**config.mk**
```make
export PLATFORM = sky130hd
export DESIGN_NAME = integ_top
export DESIGN_NICKNAME = d
export VERILOG_FILES = /design/src/logic/integ_pkg.sv /design/src/logic/booth_mult.sv /design/src/logic/integ_regs.sv /design/src/logic/integ_step.sv /design/src/logic/integ_top.sv /design/src/logic/seq_div.sv
export SDC_FILE = /design/constraint.sdc
export NUM_CORES = 1
export LEC_CHECK = 0
export BUFFER_PORTS_ARGS = -buffer_cell sky130_fd_sc_hd__buf_2
export CORE_MARGIN = 2
export CORE_UTILIZATION = 60
export CTS_BUF_LIST = sky130_fd_sc_hd__clkbuf_16
export CTS_CLUSTER_DIAMETER = 40
export DETAILED_ROUTE_END_ITERATION = 16
export HOLD_SLACK_MARGIN = 0.1
export MAX_ROUTING_LAYER = met4
export PLACE_DENSITY = 0.83
export SLEW_MARGIN = 20
export SYNTH_ARGS = -nofsm -noshare
export SYNTH_HDL_FRONTEND = slang
export SYNTH_SLANG_ARGS = --single-unit
```
**constraint.sdc**
```tcl
create_clock -name clk -period 15.7 [get_ports clk]
set_input_delay 2.355 -clock clk [delete_from_list [all_inputs] [get_ports clk]]
set_output_delay 2.355 -clock clk [all_outputs]
set_load 0.005 [all_outputs]
```
**src/logic/integ_pkg.sv**
```systemverilog
package integ_pkg;

    //////////////////////////////
    // AXI4-Lite bus
    //////////////////////////////

    localparam int AXIL_ADDR_W = 8;
    localparam int AXIL_DATA_W = 32;

    // Master side of the bus
    typedef struct packed {
        logic [AXIL_ADDR_W-1:0] awaddr;
        logic                   awvalid;
        logic [AXIL_DATA_W-1:0] wdata;
        logic                   wvalid;
        logic                   bready;
        logic [AXIL_ADDR_W-1:0] araddr;
        logic                   arvalid;
        logic                   rready;
    } axil_req_t;

    // Slave side of the bus
    typedef struct packed {
        logic                   awready;
        logic                   wready;
        logic [1:0]             bresp;
        logic                   bvalid;
        logic                   arready;
        logic [AXIL_DATA_W-1:0] rdata;
        logic [1:0]             rresp;
        logic                   rvalid;
    } axil_rsp_t;

    localparam logic [1:0] RESP_OKAY   = 2'b00;
    localparam logic [1:0] RESP_SLVERR = 2'b10;

    //////////////////////////////
    // Register map
    //////////////////////////////

    localparam logic [AXIL_ADDR_W-1:0] REG_CTRL   = 8'h00;
    localparam logic [AXIL_ADDR_W-1:0] REG_SAMPLE = 8'h04;
    localparam logic [AXIL_ADDR_W-1:0] REG_STATUS = 8'h08;
    localparam logic [AXIL_ADDR_W-1:0] REG_ACC_HI = 8'h0C;
    localparam logic [AXIL_ADDR_W-1:0] REG_ACC_LO = 8'h10;

    // One sample word, dt in the upper half
    typedef struct packed {
        logic        [15:0] dt;
        logic signed [15:0] a;
    } step_cmd_t;

    //////////////////////////////
    // Arithmetic
    //////////////////////////////

    // Ticks per time unit
    localparam logic [31:0] TIME_SCALE = 32'd100_000_000;

    localparam int ACC_W   = 64;
    // Product magnitude with 32 fraction bits appended
    localparam int DIV_N_W = 96;
    localparam int DIV_Q_W = 64;

endpackage

```
**src/logic/booth_mult.sv**
```systemverilog
`timescale 1ns/1ps

module booth_mult (
    input  logic               clk,
    input  logic               rst,
    input  logic               start,
    input  logic signed [15:0] multiplicand,
    input  logic signed [15:0] multiplier,
    output logic signed [31:0] product,
    output logic               done
);

    logic               running;
    logic [4:0]         count;

    // Partial product, upper half one bit wider for the add
    logic signed [16:0] hi;
    logic        [15:0] lo;
    logic               q_m1;
    logic signed [15:0] mcand;

    logic signed [16:0] hi_cur;
    logic        [15:0] lo_cur;
    logic               qm_cur;
    logic signed [15:0] m_cur;
    logic signed [16:0] m_ext;
    logic signed [16:0] sum;

    // First recoding step runs on the start edge
    always_comb begin
        hi_cur = start ? '0 : hi;
        lo_cur = start ? multiplier : lo;
        qm_cur = start ? 1'b0 : q_m1;
        m_cur  = start ? multiplicand : mcand;
        m_ext  = {m_cur[15], m_cur};
        case ({lo_cur[0], qm_cur})
            2'b01:   sum = hi_cur + m_ext;
            2'b10:   sum = hi_cur - m_ext;
            default: sum = hi_cur;
        endcase
    end

    always_ff @(posedge clk) begin
        if (rst) begin
            running <= 1'b0;
            count   <= '0;
            done    <= 1'b0;
        end else begin
            done <= 1'b0;
            if (start) begin
                running <= 1'b1;
                count   <= 5'd15;
            end else if (running) begin
                count <= count - 5'd1;
                if (count == 5'd1) begin
                    running <= 1'b0;
                    done    <= 1'b1;
                end
            end
        end
    end

    // Arithmetic shift right of the whole partial product
    always_ff @(posedge clk) begin
        if (start || running) begin
            hi    <= {sum[16], sum[16:1]};
            lo    <= {sum[0], lo_cur[15:1]};
            q_m1  <= lo_cur[0];
            mcand <= m_cur;
        end
    end

    // Digit for the zero sign bit above dt, +multiplicand at weight 2^16
    assign product = {hi[15:0] + (q_m1 ? mcand : 16'sd0), lo};

endmodule

```
**src/logic/integ_regs.sv**
```systemverilog
`timescale 1ns/1ps

module integ_regs
    import integ_pkg::*;
(
    input  logic             clk,
    input  logic             rst,
    input  axil_req_t        s_axil_req,
    output axil_rsp_t        s_axil_rsp,
    input  logic             busy,
    input  logic [ACC_W-1:0] acc,
    output step_cmd_t        cmd,
    output logic             cmd_valid,
    output logic             clear
);

    logic                   wr_is_ctrl;
    logic                   wr_is_sample;
    logic                   wr_ctl;
    logic                   wr_ok;
    logic                   wr_go;
    logic                   ar_go;

    logic                   b_valid;
    logic [1:0]             b_resp;
    logic                   r_valid;
    logic [1:0]             r_resp;
    logic [AXIL_DATA_W-1:0] r_data;

    //////////////////////////////
    // Write channel
    //////////////////////////////

    assign wr_is_ctrl   = s_axil_req.awaddr == REG_CTRL;
    assign wr_is_sample = s_axil_req.awaddr == REG_SAMPLE;
    assign wr_ctl       = wr_is_ctrl || wr_is_sample;

    // Control writes wait for the running step to finish
    assign wr_ok = !(wr_ctl && busy);

    // AW and W taken together, one write response outstanding at most
    assign wr_go = s_axil_req.awvalid && s_axil_req.wvalid && !b_valid && wr_ok;

    always_ff @(posedge clk) begin
        if (rst) begin
            b_valid   <= 1'b0;
            cmd_valid <= 1'b0;
            clear     <= 1'b0;
        end else begin
            cmd_valid <= wr_go && wr_is_sample;
            clear     <= wr_go && wr_is_ctrl && s_axil_req.wdata[0];
            if (wr_go) begin
                b_valid <= 1'b1;
            end else if (s_axil_req.bready) begin
                b_valid <= 1'b0;
            end
        end
    end

    always_ff @(posedge clk) begin
        if (wr_go) begin
            b_resp <= wr_ctl ? RESP_OKAY : RESP_SLVERR;
            if (wr_is_sample) begin
                cmd <= step_cmd_t'(s_axil_req.wdata);
            end
        end
    end

    //////////////////////////////
    // Read channel
    //////////////////////////////

    assign ar_go = s_axil_req.arvalid && !r_valid;

    always_ff @(posedge clk) begin
        if (rst) begin
            r_valid <= 1'b0;
        end else if (ar_go) begin
            r_valid <= 1'b1;
        end else if (s_axil_req.rready) begin
            r_valid <= 1'b0;
        end
    end

    // Data latched at AR acceptance, held while rvalid is up
    always_ff @(posedge clk) begin
        if (ar_go) begin
            r_resp <= RESP_OKAY;
            case (s_axil_req.araddr)
                REG_STATUS: r_data <= {{(AXIL_DATA_W-1){1'b0}}, busy};
                REG_ACC_HI: r_data <= acc[ACC_W-1:32];
                REG_ACC_LO: r_data <= acc[31:0];
                default: begin
                    // Write-only or unmapped
                    r_data <= '0;
                    r_resp <= RESP_SLVERR;
                end
            endcase
        end
    end

    always_comb begin
        s_axil_rsp.awready = wr_go;
        s_axil_rsp.wready  = wr_go;
        s_axil_rsp.bresp   = b_resp;
        s_axil_rsp.bvalid  = b_valid;
        s_axil_rsp.arready = ar_go;
        s_axil_rsp.rdata   = r_data;
        s_axil_rsp.rresp   = r_resp;
        s_axil_rsp.rvalid  = r_valid;
    end

endmodule

```
**src/logic/integ_step.sv**
```systemverilog
`timescale 1ns/1ps

module integ_step
    import integ_pkg::*;
(
    input  logic             clk,
    input  logic             rst,
    input  step_cmd_t        cmd,
    input  logic             cmd_valid,
    input  logic             clear,
    output logic             busy,
    output logic [ACC_W-1:0] acc
);

    typedef enum logic [2:0] {
        S_IDLE,
        S_MUL,
        S_MAG,
        S_DIV,
        S_ACC
    } state_t;

    state_t              state;

    logic                mul_start;
    logic                mul_done;
    logic signed [31:0]  product;

    logic                div_start;
    logic                div_done;
    logic [DIV_Q_W-1:0]  quotient;

    // Product magnitude and its sign
    logic [31:0]         mag;
    logic                neg;

    assign busy      = state != S_IDLE;
    assign mul_start = cmd_valid && state == S_IDLE;
    assign div_start = state == S_MAG;

    booth_mult mult0 (
        .clk          (clk),
        .rst          (rst),
        .start        (mul_start),
        .multiplicand (cmd.a),
        .multiplier   ($signed(cmd.dt)),
        .product      (product),
        .done         (mul_done)
    );

    // Magnitude scaled by 2^32, over the time scale
    seq_div div0 (
        .clk      (clk),
        .rst      (rst),
        .start    (div_start),
        .dividend ({32'd0, mag, 32'd0}),
        .divisor  (TIME_SCALE),
        .quotient (quotient),
        .done     (div_done)
    );

    always_ff @(posedge clk) begin
        if (state == S_MUL && mul_done) begin
            neg <= product[31];
            mag <= product[31] ? ~product + 32'd1 : product;
        end
    end

    //////////////////////////////
    // Step sequencing and result
    //////////////////////////////

    always_ff @(posedge clk) begin
        if (rst) begin
            state <= S_IDLE;
            acc   <= '0;
        end else begin
            case (state)
                S_IDLE: if (cmd_valid) state <= S_MUL;
                S_MUL:  if (mul_done) state <= S_MAG;
                S_MAG:  state <= S_DIV;
                S_DIV:  if (div_done) state <= S_ACC;
                S_ACC: begin
                    // Wraps modulo 2^64
                    acc   <= neg ? acc - quotient : acc + quotient;
                    state <= S_IDLE;
                end
                default: state <= S_IDLE;
            endcase
            // Only arrives while idle
            if (clear) begin
                acc <= '0;
            end
        end
    end

endmodule

```
**src/logic/integ_top.sv**
```systemverilog
`timescale 1ns/1ps

module integ_top
    import integ_pkg::*;
(
    input  logic      clk,
    input  logic      rst,
    input  axil_req_t s_axil_req,
    output axil_rsp_t s_axil_rsp,
    output logic      busy
);

    step_cmd_t        cmd;
    logic             cmd_valid;
    logic             clear;
    logic [ACC_W-1:0] acc;

    // Decode
    integ_regs regs0 (
        .clk        (clk),
        .rst        (rst),
        .s_axil_req (s_axil_req),
        .s_axil_rsp (s_axil_rsp),
        .busy       (busy),
        .acc        (acc),
        .cmd        (cmd),
        .cmd_valid  (cmd_valid),
        .clear      (clear)
    );

    // Execute and result
    integ_step step0 (
        .clk       (clk),
        .rst       (rst),
        .cmd       (cmd),
        .cmd_valid (cmd_valid),
        .clear     (clear),
        .busy      (busy),
        .acc       (acc)
    );

endmodule

```
**src/logic/seq_div.sv**
```systemverilog
`timescale 1ns/1ps

module seq_div
    import integ_pkg::*;
(
    input  logic               clk,
    input  logic               rst,
    input  logic               start,
    input  logic [DIV_N_W-1:0] dividend,
    input  logic [31:0]        divisor,
    output logic [DIV_Q_W-1:0] quotient,
    output logic               done
);

    logic               running;
    // Iterations left, 96 fits in 7 bits
    logic [6:0]         count;

    // Dividend shifts out at the top, quotient bits enter at the bottom
    logic [DIV_N_W-1:0] num;
    logic [31:0]        rem;
    logic [31:0]        den;

    logic [DIV_N_W-1:0] num_cur;
    logic [31:0]        rem_cur;
    logic [31:0]        den_cur;
    logic [33:0]        diff;
    logic               q_bit;

    always_comb begin
        num_cur = start ? dividend : num;
        rem_cur = start ? '0 : rem;
        den_cur = start ? divisor : den;
        // Trial subtract of the divisor from the shifted remainder
        diff  = {1'b0, rem_cur, num_cur[DIV_N_W-1]} - {2'b00, den_cur};
        q_bit = !diff[33];
    end

    always_ff @(posedge clk) begin
        if (rst) begin
            running <= 1'b0;
            count   <= '0;
            done    <= 1'b0;
        end else begin
            done <= 1'b0;
            if (start) begin
                running <= 1'b1;
                count   <= 7'(DIV_N_W - 1);
            end else if (running) begin
                count <= count - 7'd1;
                if (count == 7'd1) begin
                    running <= 1'b0;
                    done    <= 1'b1;
                end
            end
        end
    end

    always_ff @(posedge clk) begin
        if (start) begin
            den <= divisor;
        end
        if (start || running) begin
            num <= {num_cur[DIV_N_W-2:0], q_bit};
            // Restore on a failed subtract
            rem <= q_bit ? diff[31:0] : {rem_cur[30:0], num_cur[DIV_N_W-1]};
        end
    end

    // Upper quotient bits are always zero for the project's operands
    assign quotient = num[DIV_Q_W-1:0];

endmodule
```
; ---- Yosys cells after proc, flatten, opt, wreduce, memory -nomap -nowiden
; Cells that the tools add are included.
[op_classes]
n_eq_ne = 15
bitwise_logic = 3
magnitude_cmp = 0
mux = 35
reduce_logical = 32
div_mod_pow = 0
add_sub_neg = 9
multipliers = 0
shift = 0
[ops]
columns = cell, count
row1 = $mux W32, 3
row2 = $mux W96, 1
row3 = $pmux W32 S3, 1
row4 = $add A64 B64 Y64, 1
row5 = $mux W64, 1
row6 = $sub A64 B64 Y64, 1
row7 = $mux W16, 3
row8 = $pmux W17 S2, 1
row9 = $sub A33 B32 Y34, 1
row10 = $add A32 B1 Y32 const B, 1
row11 = $not A32 Y32, 1
row12 = $mux W31, 1
row13 = $add A17 B16 Y17, 1
row14 = $mux W17, 1
row15 = $sub A17 B16 Y17, 1
row16 = $add A16 B16 Y16, 1
row17 = $eq A8 B4 Y1 const B, 2
row18 = $mux W7, 2
row19 = $mux W1, 13
row20 = $pmux W3 S4, 1
row21 = $logic_and A1 B1 Y1, 10
row22 = $mux W3, 3
row23 = $reduce_or A3 Y1, 3
row24 = $eq A8 B3 Y1 const B, 1
row25 = 23 further kinds, 39
[totals]
memories = 0
output_inout_bits = 42
reg_bits = 397
ram_bits = 0
input_bits = 55
mem_bits_ro = 0
elab_cells = 124
latch_bits = 0

; ---- Depth between registers and ports, before layout
[logic_depth]
word_depth = 7
depth_mapped = 24
mapped_depth_nobuf = 21

; ---- Cells and area by module
; From an unflattened synthesis, not the netlist that was laid out.
[hier_totals]
cells_unflattened = 2593
hier_area_um2 = 25662.1
[by_module_without_submodules]
columns = mod, instances, seq_area_each_um2, area_per_inst_um2, cells_per_inst
row1 = seq_div, 1, 4664.5, 9442.8, 778
row2 = integ_step, 1, 2332.2, 9036.2, 1186
row3 = booth_mult, 1, 1611.5, 4473.0, 451
row4 = integ_regs, 1, 2062.0, 2710.1, 178

; ---- Least setup slack after synthesis
; No wires, ideal clock.
[synth_timing]
path_kind = input to output
startpoint = in s_axil_req[1] in the netlist's numbering
endpoint = out s_axil_rsp[35] in the netlist's numbering
slack_ns = 9.167
n_path_buf = 1
arrival_ns = 4.178
t_required_ns = 13.345
path_stages = 2
cell_sequence = nor2b_1 > buf_4
[synth_rtl]
columns = item, line
row1 = from (decl), integ_top.sv:8  ; input axil_req_t s_axil_req,
row2 = to (decl), integ_top.sv:9  ; output axil_rsp_t s_axil_rsp,

; ---- Worst setup path in the final report
[layout_timing]
startpoint = reg step0.state[2]
endpoint = reg step0.mult0.hi[15] (netlist name)
[layout_between]
elab_chain_cells = 5
elab_cells_between_ends = 11
cone_classes = add/sub (2) / eq/ne (2) / mux (5) / reduce/logical (2)
[layout_lines]
columns = item, line
row1 = from (decl), integ_step.sv:23  ; state_t state;
row2 = from (signal assigned), integ_step.sv:75  ; state <= S_IDLE;
row3 = from (signal assigned), integ_step.sv:79  ; S_IDLE: if (cmd_valid) state <= S_MUL;
row4 = from (signal assigned), integ_step.sv:80  ; S_MUL: if (mul_done) state <= S_MAG;
row5 = $logic_not A3 Y1 (*), integ_step.sv:38  ; assign mul_start = cmd_valid && state == S_IDLE;
row6 = $logic_and A1 B1 Y1 (*), integ_step.sv:38
row7 = $mux W16 (*), booth_mult.sv:32  ; lo_cur = start ? multiplier : lo;
row8 = named net step0.mult0.lo_cur[0], booth_mult.sv:23  ; logic [15:0] lo_cur;
row9 = $eq A2 B2 Y1 or $eq A2 B1 Y1 (tied branches), booth_mult.sv:36  ; case ({lo_cur[0], qm_cur})
row10 = $pmux W17 S2 (*), booth_mult.sv:36
row11 = named net step0.mult0.sum[16], booth_mult.sv:27  ; logic signed [16:0] sum;
; The timed path passes the listed nets; every way through them passes the cells marked *.
; A chain may end at the register's enable or synchronous reset.

==> results.ini <==
[status]
outcome=finished, final reports clean

[grt]
grt_use_total_pct=28.85
grt_pass1_vias=18390
grt_remaining_overflow=0
antenna_found_initial=0
grt_pass1_wl_mm=93.51
grt_max_degree=95

[setup_path]
crit_path_cell_trace=nor3_1, and2_1, buf_4, nand2_1, o21ai_0, ha_1, o21ai_0, fa_1, a21o_1, a21oi_1, o21ai_0, a31o_2, a41oi_1, a21oi_1, a211o_1, a21oi_1, xnor2_1, o21ai_1
setup.worst_path.class=reg2reg
slowest_stage=nor3_1
r2r_setup_slack_ns=10.10
rr_startpoint=step0.state[2]
max_stage_delay_ns=0.68
startpoint=step0.state[2]
cp-end-kind=flop
worst_ep_required_time_ns=16.04
worstReg2RegEnd=step0.mult0.hi[15]
worstRegToRegCells=18
crit_fanout=25
start_kind=flop
arrival_ns=5.94

[clock_network]
cts.sinks=395
clock_latency_ns=0.63
clk_path_buf_depth=3
clk_pin_slew_ns=0.06
tritoncts=yes
htree_levels=2
post_cts_buffers=0
cts_resized=0
hold_buffers=0
cts-root-buf=clkbuf_16
cts_made_buffers=59

[sta]
period_share_pct=35.66
hold_ws_ns=0.4405
rsz0062_at_grt=false
worst_pin_slew_ns=0.9879
setup_ws_ns=10.10
hold_viol=0
max_freq_mhz=178.6
maxSlewViolCount=0
fin_setup_tns_ns=0
skew_ns=0.01802
slew_headroom_pct=33.99
fin_crit_ns=5.599
setup_violations=0

[yosys]
yosys.area.top_type=edfxtp_1
syn_area_um2=23850
ys_warn_count=0
synth_common_cells=nand2_1 (344), edfxtp_1 (276), a21oi_1 (234)
synth-edff-count=276
synth_cell_types=86
syn-instance-count=2545
synth_area_per_cell_um2=9.371
yosysMostFrequentCell=nand2_1
synth_seq_cells=395
ys_seq_area_share_pct=44.74
async_reset_ff_share_pct=0
synth_area_leaders=edfxtp_1 (35%), dfxtp_1 (10%), ha_1 (7.0%)
synth_top_cell_area_share_pct=34.75
synth_ff_type=edfxtp_1

[power]
peakVddDrop_v=0.00009463
power_density_nw_per_um2=94.98
p_leak_nw=10.55
power.total_mw=2.541

[detailed_routing]
detail-route-antenna-nets=0
wl_per_cell_um=18.20
drtPass1Iterations=5
vias_per_cell=6.009
drcViolationCount=0
routed_wl_mm=57.75
drtIter0Drc=1641
num_vias=19060

[worst_hold_path]
hp-start=step0.div0.den[13]
worstHoldEndpoint=step0.div0.den[13]
min_path_cells=1
min_path_type=reg2reg

[floorplanning]
die_area_um2=41360
pin_count=97
initial_core_util_pct=60.45
dieWidth_um=203.4
dieHeight_um=203.4
num_rows=73
core_um2=39460

[layout]
diodes=0
final_cells=3172
final_cell_area_um2=26760
area_growth_syn_to_layout_pct=12.19
drive_above_1_share_pct=10.28
layout.nets=2789
fin_util_pct=67.81

[job]
cap_violations=0

[placed_design]
dp_hpwl_mm=40.76
dp_slack_ns=10.11
placed_cell_area_um2=24690
dp.cells=3060
gp_congestion=1.005
port_buffers=94

per-layer routing:
metal / up-vias / part of all wire, % / global-route usage, %
met5: - / 0 / -
met4: 0 / 3.6 / 11.50
met3: 142 / 5.6 / 3.196
met2: 655 / 47 / 47.09
met1: 9056 / 44 / 37.01
li1: 9206 / - / -
layout by cell type (no fill, tap or decap), drive strengths merged, types with 13 or more instances in the layout:
master / synthesis / final
nand2: 344 / 344
mux2: 13 / 13
nor2b: 18 / 18
dfxtp: 119 / 119
and3: 18 / 18
a22o: 32 / 32
a211oi: 18 / 18
nand3: 50 / 50
o31ai: 23 / 23
a31oi: 19 / 19
buf: 22 / 112
nor4: 16 / 16
xor2: 44 / 44
o21ai: 118 / 118
nor2: 169 / 169
mux2i: 19 / 19
edfxtp: 276 / 276
a21oi: 235 / 235
inv: 102 / 129
nand2b: 35 / 35
and2: 135 / 135
o21bai: 22 / 22
nand4: 31 / 31
ha: 134 / 134
or3: 21 / 21
a21o: 38 / 38
xnor2: 174 / 174
or2: 13 / 13
nor3: 53 / 53
o21a: 17 / 17
clkbuf: 101 / 59
critical path: cells and delay by family (launching register included):
family | cells | cell delay [ns]
buffers and inverters | 1 | 0.27
and+or+nand+nor | 3 | 1.01
xor gates and xnor gates | 1 | 0.13
AOI/OAI and AO/OA | 11 | 2.32
adders and majority gates | 2 | 1.16
DFF | 1 | 0.41
how the worst max path moves through the flow:
stage,slack (ns),end
2_1_floorplan,9.17,s_axil_rsp[35]
3_3_place_gp,10.18,s_axil_rsp[35]
6_report,10.10,step0.mult0.hi[15]
5_1_grt,9.64,step0.acc[62]
3_5_place_dp,10.11,s_axil_rsp[39]
4_1_cts,10.11,s_axil_rsp[39]
where the power goes:
part,switching (mW),internal [mW]
Clock,0.539,0.812
Combinational,0.0411,0.0323
Sequential,0.00220,1.11
Total,0.582,1.96
final cells by class:
cell class                 instances  area [um^2]
timing repair buffer             112        609.3
inverter                         102        382.9
tap                              525        656.9
sequential                       395        10670
fill                            3016        12700
clock inverter                    53        584.3
multi-input combinational       1926        12380
clock buffer                      59         1476
registers in the layout, summed over array words and instances (netlist names), 3 cells and up:
signal / count
step0.acc: 64
step0.mult0.lo: 16
step0.mult0.count: 5
step0.state: 3
step0.div0.rem: 32
step0.div0.den: 32
step0.div0.num: 96
step0.mag: 32
step0.mult0.hi: 16
regs0.r_data: 32
step0.mult0.mcand: 16
step0.div0.count: 7
regs0.cmd: 32
logic make-up after synthesis:
kind of cell / share of synthesized area, %
and+or+nand+nor: 19.05
AOI/OAI and AO/OA: 15.69
DFF: 44.74
buffers and inverters: 3.662
xor gates and xnor gates: 8.037
adders and majority gates: 7.365
muxes: 1.443
other: 0.01572
Note: power is estimated with default switching activity, not from simulation.
